**config.mk**
```make
export PLATFORM = sky130hd
export DESIGN_NAME = bsk_ntw_top
export DESIGN_NICKNAME = d
export VERILOG_FILES = /design/src/design/param_tfhe_pkg.sv /design/src/design/bsk_ntw_common_param_pkg.sv /design/src/design/bsk_client_recv.sv /design/src/design/bsk_inner_or_tree.sv /design/src/design/bsk_ntw_top.sv /design/src/design/bsk_server.sv
export VERILOG_INCLUDE_DIRS = /design/src /design/src/include
export SDC_FILE = /design/constraint.sdc
export NUM_CORES = 2
export LEC_CHECK = 0
export ABC_AREA = 1
export BUFFER_PORTS_ARGS = -buffer_cell sky130_fd_sc_hd__buf_2
export CAP_MARGIN = 40
export CORE_MARGIN = 3
export CORE_UTILIZATION = 53
export CTS_BUF_LIST = sky130_fd_sc_hd__clkbuf_16
export CTS_CLUSTER_SIZE = 8
export DETAILED_ROUTE_END_ITERATION = 10
export HOLD_SLACK_MARGIN = 0.15
export PLACE_DENSITY = 0.84
export SLEW_MARGIN = 20
export SYNTH_ARGS = -nofsm -noshare
export SYNTH_HDL_FRONTEND = slang
export SYNTH_SLANG_ARGS = --single-unit
```
**constraint.sdc**
```tcl
create_clock -name clk -period 11.9 [get_ports clk]
set_clock_uncertainty 0.05 [all_clocks]
set_input_delay 1.785 -clock clk [delete_from_list [all_inputs] [get_ports clk]]
set_output_delay 1.785 -clock clk [all_outputs]
set_load 0.03 [all_outputs]
```
**src/include/bsk_ntw_defines.svh**
```systemverilog
`ifndef BSK_NTW_DEFINES_SVH
`define BSK_NTW_DEFINES_SVH

// Batch geometry
`define BSK_DIST_COEF_NB 4
`define BSK_OP_W 32

// Key slot addressing
`define BSK_UNIT_W 2
`define BSK_GROUP_W 3

// Blind-rotation loop index
`define LWE_K_W 4

// Owner of a group is its low group bits (group modulo 4)
`define BSK_OWNER_W 2

// Servers inside this region
`define BSK_LOCAL_SRV_NB 2

// Batch counter, one bit above a full unit and group sweep
`define BSK_BATCH_NB_W (`BSK_UNIT_W + `BSK_GROUP_W + 1)

`endif
```
**src/design/param_tfhe_pkg.sv**
```systemverilog
`include "bsk_ntw_defines.svh"

package param_tfhe_pkg;

  // Loop index of the blind rotation
  typedef logic [`LWE_K_W-1:0] lwe_k_t;

  // --------------------------------------------------
  // Key network commands
  // --------------------------------------------------
  typedef enum logic [1:0] {
    BSK_OP_IDLE  = 2'd0,
    BSK_OP_LOAD  = 2'd1,
    BSK_OP_BCAST = 2'd2
  } bsk_op_e;

  // One command per cycle, coef only meaningful on LOAD
  typedef struct packed {
    bsk_op_e                                      op;
    logic [`BSK_UNIT_W-1:0]                       unit;
    logic [`BSK_GROUP_W-1:0]                      group;
    lwe_k_t                                       br_loop;
    logic [`BSK_DIST_COEF_NB-1:0][`BSK_OP_W-1:0]  coef;
  } bsk_cmd_t;

endpackage

```
**src/design/bsk_ntw_common_param_pkg.sv**
```systemverilog
`include "bsk_ntw_defines.svh"

package bsk_ntw_common_param_pkg;

  import param_tfhe_pkg::*;

  // --------------------------------------------------
  // Broadcast packet
  // --------------------------------------------------
  // A non-owner drives all zeros, so packets merge by OR.
  // The packet is present when any avail bit is set.
  typedef struct packed {
    logic [`BSK_DIST_COEF_NB-1:0][`BSK_OP_W-1:0]  coef;
    logic [`BSK_DIST_COEF_NB-1:0]                 avail;
    logic [`BSK_UNIT_W-1:0]                       unit;
    logic [`BSK_GROUP_W-1:0]                      group;
    lwe_k_t                                       br_loop;
  } bsk_pkt_t;

  // --------------------------------------------------
  // Client receiver
  // --------------------------------------------------
  typedef enum logic {
    RECV_WAIT   = 1'b0,
    RECV_ACTIVE = 1'b1
  } recv_state_e;

endpackage

```
**src/design/bsk_client_recv.sv**
```systemverilog
`timescale 1ns/100ps
`include "bsk_ntw_defines.svh"

module bsk_client_recv
  import param_tfhe_pkg::*;
  import bsk_ntw_common_param_pkg::*;
(
  input  logic                        clk,
  input  logic                        reset_i,
  input  bsk_pkt_t                    merged_i,
  output bsk_pkt_t                    bsk_o,
  output logic                        bsk_vld_o,
  output logic                        loop_done_o,
  output logic                        loop_err_o,
  output logic [`BSK_BATCH_NB_W-1:0]  loop_batch_nb_o
);

  localparam int BATCH_W = `BSK_BATCH_NB_W;
  localparam logic [BATCH_W-1:0] CNT_ONE = BATCH_W'(1);

  // --------------------------------------------------
  // Batch decode
  // --------------------------------------------------
  recv_state_e        state_q;
  recv_state_e        state_d;
  logic [BATCH_W-1:0] batch_cnt_q;
  logic [BATCH_W-1:0] batch_cnt_d;
  lwe_k_t             loop_q;
  logic               in_vld;
  logic               last_slot;
  logic               loop_change;
  logic               restart;

  assign in_vld      = |merged_i.avail;
  // Max unit and group closes the loop
  assign last_slot   = (&merged_i.unit) && (&merged_i.group);
  assign loop_change = (state_q == RECV_ACTIVE) && (merged_i.br_loop != loop_q);
  assign restart     = (state_q == RECV_WAIT) || loop_change;
  assign batch_cnt_d = restart ? CNT_ONE : batch_cnt_q + CNT_ONE;

  always_comb begin
    state_d = state_q;
    if (in_vld) begin
      state_d = last_slot ? RECV_WAIT : RECV_ACTIVE;
    end
  end

  // --------------------------------------------------
  // Registers
  // --------------------------------------------------
  always_ff @(posedge clk) begin
    if (reset_i) begin
      state_q         <= RECV_WAIT;
      batch_cnt_q     <= '0;
      bsk_vld_o       <= 1'b0;
      loop_done_o     <= 1'b0;
      loop_err_o      <= 1'b0;
      loop_batch_nb_o <= '0;
    end else begin
      state_q     <= state_d;
      bsk_vld_o   <= in_vld;
      loop_done_o <= in_vld && last_slot;
      loop_err_o  <= in_vld && loop_change;
      if (in_vld) begin
        batch_cnt_q <= batch_cnt_d;
      end
      if (in_vld && last_slot) begin
        loop_batch_nb_o <= batch_cnt_d;
      end
    end
  end

  // Loop index of the first batch, refreshed on restart
  always_ff @(posedge clk) begin
    if (in_vld && restart) begin
      loop_q <= merged_i.br_loop;
    end
  end

  // Batch passes straight to clients
  always_ff @(posedge clk) begin
    bsk_o <= merged_i;
  end

endmodule

```
**src/design/bsk_inner_or_tree.sv**
```systemverilog
`timescale 1ns/100ps
`include "bsk_ntw_defines.svh"

module bsk_inner_or_tree
  import bsk_ntw_common_param_pkg::*;
(
  input  logic                                clk,
  // Local servers
  input  bsk_pkt_t [`BSK_LOCAL_SRV_NB-1:0]    srv_pkt_i,
  // Side regions
  input  bsk_pkt_t                            side2_i,
  input  bsk_pkt_t                            side3_i,
  output bsk_pkt_t                            side2_o,
  output bsk_pkt_t                            side3_o,
  // Clients
  output bsk_pkt_t                            merged_o
);

  // --------------------------------------------------
  // Input register barrier
  // --------------------------------------------------
  bsk_pkt_t [`BSK_LOCAL_SRV_NB-1:0] srv_pkt_q;
  bsk_pkt_t                         side2_q;
  bsk_pkt_t                         side3_q;

  // From local servers
  always_ff @(posedge clk) begin
    srv_pkt_q <= srv_pkt_i;
  end

  // From side regions, long routes across the SLR boundary
  always_ff @(posedge clk) begin
    side2_q <= side2_i;
    side3_q <= side3_i;
  end

  // --------------------------------------------------
  // Merge
  // --------------------------------------------------
  bsk_pkt_t local_or;
  bsk_pkt_t side2_or;
  bsk_pkt_t side3_or;

  // All local servers first
  always_comb begin
    local_or = '0;
    for (int i = 0; i < `BSK_LOCAL_SRV_NB; i++) begin
      local_or = local_or | srv_pkt_q[i];
    end
  end

  // Each side gets the local merge plus its own stream
  always_comb begin
    side2_or = local_or | side2_q;
    side3_or = local_or | side3_q;
  end

  // --------------------------------------------------
  // Output register barrier
  // --------------------------------------------------
  bsk_pkt_t side2_d;
  bsk_pkt_t side3_d;
  bsk_pkt_t merged_d;

  // Back to side regions
  always_ff @(posedge clk) begin
    side2_d <= side2_or;
    side3_d <= side3_or;
  end

  // Full merge for clients
  // the local part appears on both sides, OR keeps it intact
  always_ff @(posedge clk) begin
    merged_d <= side2_d | side3_d;
  end

  assign side2_o  = side2_d;
  assign side3_o  = side3_d;
  assign merged_o = merged_d;

endmodule

```
**src/design/bsk_ntw_top.sv**
```systemverilog
`timescale 1ns/100ps
`include "bsk_ntw_defines.svh"

module bsk_ntw_top
  import param_tfhe_pkg::*;
  import bsk_ntw_common_param_pkg::*;
(
  input  logic                        clk,
  input  logic                        reset_i,
  // Command stream
  input  bsk_cmd_t                    cmd_i,
  // Side regions
  input  bsk_pkt_t                    side2_i,
  input  bsk_pkt_t                    side3_i,
  output bsk_pkt_t                    side2_o,
  output bsk_pkt_t                    side3_o,
  // Client
  output bsk_pkt_t                    bsk_o,
  output logic                        bsk_vld_o,
  output logic                        loop_done_o,
  output logic                        loop_err_o,
  output logic [`BSK_BATCH_NB_W-1:0]  loop_batch_nb_o
);

  bsk_pkt_t [`BSK_LOCAL_SRV_NB-1:0] srv_pkt;
  bsk_pkt_t                         merged;

  // --------------------------------------------------
  // Local key servers
  // --------------------------------------------------
  for (genvar i = 0; i < `BSK_LOCAL_SRV_NB; i++) begin : gen_srv
    bsk_server #(
      .SRV_ID (i)
    ) i_bsk_server (
      .clk       (clk),
      .reset_i   (reset_i),
      .cmd_i     (cmd_i),
      .srv_pkt_o (srv_pkt[i])
    );
  end

  // --------------------------------------------------
  // OR tree and client
  // --------------------------------------------------
  bsk_inner_or_tree i_bsk_inner_or_tree (
    .clk       (clk),
    .srv_pkt_i (srv_pkt),
    .side2_i   (side2_i),
    .side3_i   (side3_i),
    .side2_o   (side2_o),
    .side3_o   (side3_o),
    .merged_o  (merged)
  );

  bsk_client_recv i_bsk_client_recv (
    .clk             (clk),
    .reset_i         (reset_i),
    .merged_i        (merged),
    .bsk_o           (bsk_o),
    .bsk_vld_o       (bsk_vld_o),
    .loop_done_o     (loop_done_o),
    .loop_err_o      (loop_err_o),
    .loop_batch_nb_o (loop_batch_nb_o)
  );

endmodule

```
**src/design/bsk_server.sv**
```systemverilog
`timescale 1ns/100ps
`include "bsk_ntw_defines.svh"

module bsk_server
  import param_tfhe_pkg::*;
  import bsk_ntw_common_param_pkg::*;
#(
  parameter int SRV_ID = 0
) (
  input  logic     clk,
  input  logic     reset_i,
  input  bsk_cmd_t cmd_i,
  output bsk_pkt_t srv_pkt_o
);

  localparam int OWNER_W = `BSK_OWNER_W;
  localparam logic [OWNER_W-1:0] OWNER_ID = OWNER_W'(SRV_ID);
  // Slot is the unit plus the group bits above the owner field
  localparam int SLOT_W = `BSK_UNIT_W + `BSK_GROUP_W - OWNER_W;
  localparam int SLOT_NB = 2 ** SLOT_W;

  typedef logic [`BSK_DIST_COEF_NB-1:0][`BSK_OP_W-1:0] batch_t;

  // --------------------------------------------------
  // Command decode
  // --------------------------------------------------
  logic              owned;
  logic              load_en;
  logic              bcast_en;
  logic [SLOT_W-1:0] slot;

  assign owned    = (cmd_i.group[OWNER_W-1:0] == OWNER_ID);
  assign load_en  = owned && (cmd_i.op == BSK_OP_LOAD);
  assign bcast_en = owned && (cmd_i.op == BSK_OP_BCAST);
  assign slot     = {cmd_i.unit, cmd_i.group[`BSK_GROUP_W-1:OWNER_W]};

  // --------------------------------------------------
  // Key store
  // --------------------------------------------------
  batch_t key_mem [SLOT_NB];

  always_ff @(posedge clk) begin
    if (load_en) begin
      key_mem[slot] <= cmd_i.coef;
    end
  end

  // --------------------------------------------------
  // Broadcast read
  // --------------------------------------------------
  batch_t                  rd_coef_q;
  logic [`BSK_UNIT_W-1:0]  unit_q;
  logic [`BSK_GROUP_W-1:0] group_q;
  lwe_k_t                  br_loop_q;
  logic                    bcast_q;

  // Batch and its tag captured together
  always_ff @(posedge clk) begin
    if (bcast_en) begin
      rd_coef_q <= key_mem[slot];
      unit_q    <= cmd_i.unit;
      group_q   <= cmd_i.group;
      br_loop_q <= cmd_i.br_loop;
    end
  end

  always_ff @(posedge clk) begin
    if (reset_i) begin
      bcast_q <= 1'b0;
    end else begin
      bcast_q <= bcast_en;
    end
  end

  // Zeros unless this server owns the broadcast slot
  always_comb begin
    srv_pkt_o = '0;
    if (bcast_q) begin
      srv_pkt_o.coef    = rd_coef_q;
      srv_pkt_o.avail   = '1;
      srv_pkt_o.unit    = unit_q;
      srv_pkt_o.group   = group_q;
      srv_pkt_o.br_loop = br_loop_q;
    end
  end

endmodule

```
==> results by group <==
CTS
  – TritonCTS clock tree: yes
  – Clock latency on the worst-skew pair: 1.02 ns
  – Clock transition at path regs: 0.05 ns
  – CTS Buf Count: approximately 490
  – CTS Buffer Depth: 4
  – # H-tree levels: 5
  – Hold_buf cts: 0
  – Resize count post-CTS: 0
  – Root buffer cell: clkbuf_16
  – Sink Count: 3466
  – Post-CTS setup buffer count: 0

Yosys
  – Synth warn: 0
  – XOR/XNOR Fraction of Synth Area: 0.007712%
  – #FFs+latches synth: 3466
  – Sequential-to-total area share from yosys stat: 81.60%
  – Syn_nets: 8355
  – Synth Area in Simple Gates: 9.871%
  – Synth area leaders: edfxtp_1 62%, dfxtp_1 20%, nand2_1 4.7%, inv_1 3.4%, nand3b_1 1.9%
  – Post-synthesis mux area share: 0%
  – Adder-cell area share of the yosys netlist: 0.01102%
  – Cell taking the most area after synthesis: edfxtp_1
  – Synth cell types: 28
  – Largest family of logic cells by synthesized area: simple AND/OR/NAND/NOR gates
  – Mapped Area: 113600 sq um
  – Post-Syn Area per Cell: 14.32 sq um
  – Complex-gate fraction of the synthesized area: 4.013%
  – Post-synth top area share: 61.51%
  – Mapped Cells: 7931

Final layout
  – Final cell count without fillers: 12280
  – Post-layout nets: 9545
  – Area grow syn2layout: 19.56%
  – Most frequent cells in the layout: 2326 x edfxtp_1, 1409 x nand2_1, 1307 x inv_1
  – Commonest non-fill, non-tap cell in the layout: edfxtp_1
  – Post-route cell area: 135800 sq um
  – Share of layout cells above drive strength 1: 17.55%
  – Final core occ: 63.89%

Power
  – Sequential share of power: between 50% and 60%
  – Clk network pwr share: 46.1%
  – Power Dens Cells: just under 200 nW/um^2
  – Leak: 53.54 nW
  – Pint: between 20 and 25 mW
  – Comb pwr share: 3.6%
  – Switching Share: 21.52%
  – Sw Pwr: between 5 and 6 mW
  – Tot Pwr: 26.26 mW
  – Worst vdd ir: 162.7 uV

Drt
  – Drt initial violations: 8974
  – DR vias: 69720
  – Remaining DRCs: 0
  – Post-route ant nets: 0
  – WL final: 314700 microns
  – DR WL/cell: between 20 and 30 microns
  – 1st-pass router iterations: 7
  – Via-per-instance ratio: 5.676

STA
  – WHS: 0.1916 ns
  – Min Tclk post-route: 5.274 ns
  – Setup WS post-layout: 6.626 ns
  – Final hold vios: 0
  – Final setup viols: 0
  – Fin crit share: approximately 44%
  – Setup_tns: 0 ns
  – Max Slew Vio Count: 0
  – Slew margin rel.: between 10% and 20%
  – RSZ-0062 raised after global routing: no
  – Highest clock rate: about 190 MHz
  – Worst-Margin Slew: 1.308 ns

Min path
  – Worst Min Path Start: i_bsk_inner_or_tree.merged_o[94]
  – Hold Crit Class: reg2reg
  – Hold-critical path depth: 0
  – Sink of the worst hold path: i_bsk_client_recv.bsk_o[94]

Worst setup path
  – Required @ worst endpoint: 12.69 ns
  – Crit path cell chain: buf_2 -> inv_4 -> buf_4 -> nor3_2 -> buf_4 -> buf_12 -> buf_4 -> buf_16 -> nand2_1 -> o21ai_0 -> nor2_1 -> nand3_1
  – Worst-path fanout max: 117
  – Reg2reg path depth: 4
  – R2R Path End: i_bsk_inner_or_tree.srv_pkt_q[239]
  – Critical path start-end classification: in2reg
  – Worst setup startpoint: cmd_i[135]
  – Reg2reg setup slack: slightly above 9 ns
  – Crit path DAT: 6.06 ns
  – Cell mode on critical path: buf_4
  – Worst r2r src: gen_srv[1].i_bsk_server.bcast_q
  – Crit path launch type: input port
  – Crit-path leading delay family: buffers and inverters
  – Slowest-stage cell, CP: buf_4
  – CP peak stage delay: 0.71 ns
  – Critical path capture point type: register
  – Worst Path Buf+Inv: 7

Floorplanning
  – Die width: 468.9 microns
  – Initial core utilization: 53.44%
  – Die Area: 219900 sq um
  – I/O Pins: between 800 and 900
  – Cell Rows: 169
  – Die H: 468.9 microns
  – Core Footprint: 212500 sq um

Place
  – Port bufs: 854
  – Placed cell area: 121900 sq um
  – Hpwl dp: approximately 170000 microns
  – DP Worst Slack: 5.736 ns
  – # placed instances: approximately 11000
  – GPL Wtd Cong: roughly 0.80

Global route
  – GRT Total Usage: 27.94%
  – Initial antenna violation count: 76
  – Gr ovfl total: 0
  – Largest net degree at the start of global routing: 152
  – Vias in the first global route: 72720
  – First-pass GRT wire length: 454500 microns

Run
  – Maxcap violations: 0

Run status
  – Status: finished clean
==> cells in the mapped netlist <==
cell	number
o22ai_1	98
nand2_1	1409
buf_4	13
xor2_1	1
nand3b_1	289
buf_2	120
o21ai_0	223
inv_2	4
edfxtp_1	2326
dfxtp_1	1140
inv_1	1029
o211a_1	1
nand3_2	1
or2_2	142
o21bai_1	1
and3_1	1
clkbuf_1	129
nand3_1	115
a21oi_1	144
a22oi_1	263
buf_1	12
ha_1	1
nand4_1	230
nor3_1	3
nor3_4	1
nor2_1	210
nor4_1	2
o21ai_1	23
==> area by class of cell <==
cell class	instances	area, sq um
repair buffers	977	6112
clock buffers	487	12190
fillers	13720	76730
multi-input cells	3158	15940
diodes	44	110.1
clock inverters	298	1308
inverters	1033	3914
flip-flops and latches	3466	92680
well taps	2821	3530
==> layer usage <==
| layer | up-vias | share of wire, % | global-route usage, % |
|---|---|---|---|
| li1 | 29710 | - | - |
| met1 | 33770 | 35 | 34.56 |
| met2 | 5185 | 47 | 44.89 |
| met3 | 1000 | 12 | 7.688 |
| met4 | 50 | 5.0 | 15.16 |
| met5 | - | 0.094 | 0 |
==> power groups by stage <==
stage	Combinational [mW]	Sequential, mW	Clock, mW
global placement	0.860	13.4	0
finish	0.948	13.2	12.1
global route	1.01	13.2	12.7
detailed placement	0.910	13.4	0
floorplan	0.319	13.6	0
CTS	0.934	13.2	12.2
==> flip-flops by register name, summed over array words and instances (netlist names) <==
| register | flops |
|---|---|
| gen_srv.i_bsk_server.group_q | 6 |
| gen_srv.i_bsk_server.unit_q | 4 |
| i_bsk_client_recv.loop_batch_nb_o | 6 |
| i_bsk_inner_or_tree.side2_o | 141 |
| gen_srv.i_bsk_server.br_loop_q | 8 |
| i_bsk_client_recv.bsk_o | 141 |
| i_bsk_inner_or_tree.side3_o | 141 |
| gen_srv.i_bsk_server.rd_coef_q | 256 |
| gen_srv.i_bsk_server.bcast_q | 2 |
| gen_srv.i_bsk_server.key_mem | 2048 |
| i_bsk_client_recv.loop_q | 4 |
| i_bsk_inner_or_tree.side2_q | 141 |
| i_bsk_inner_or_tree.side3_q | 141 |
| i_bsk_inner_or_tree.srv_pkt_q | 276 |
| i_bsk_inner_or_tree.merged_o | 141 |
| i_bsk_client_recv.state_q | 1 |
| i_bsk_client_recv.loop_err_o | 1 |
| i_bsk_client_recv.batch_cnt_q | 6 |
| i_bsk_client_recv.bsk_vld_o | 1 |
| i_bsk_client_recv.loop_done_o | 1 |
==> cell families (layout without fill, tap and decap cells) <==
| logic type | after synthesis | count (layout) |
|---|---|---|
| other cells | 0 | 44 |
| simple gates | 2403 | 2403 |
| xor+xnor | 1 | 1 |
| fa+ha+maj | 1 | 1 |
| compound gates | 753 | 753 |
| buf+inv | 1307 | 2795 |
| flops | 3466 | 3466 |
==> worst reg2reg max path, delay by kind of cell (launching register included) <==
kind	cells	cell delay (ns)
buffers and inverters	3	1.52
DFF	1	0.80
and+or+nand+nor	1	0.25
==> worst max path at each step <==
stage | to | slack [ns] | cells past startpoint
after floorplan | gen_srv[0].i_bsk_server.br_loop_q[0] | -0.32 | 3
after global placement | gen_srv[0].i_bsk_server.rd_coef_q[1] | 5.39 | 8
after detailed placement | gen_srv[0].i_bsk_server.rd_coef_q[1] | 5.74 | 12
after CTS | gen_srv[0].i_bsk_server.rd_coef_q[0] | 6.70 | 12
after global routing | gen_srv[0].i_bsk_server.rd_coef_q[0] | 6.55 | 12
final | gen_srv[0].i_bsk_server.rd_coef_q[0] | 6.63 | 12
No activity file was read; power rests on OpenSTA's default activity.
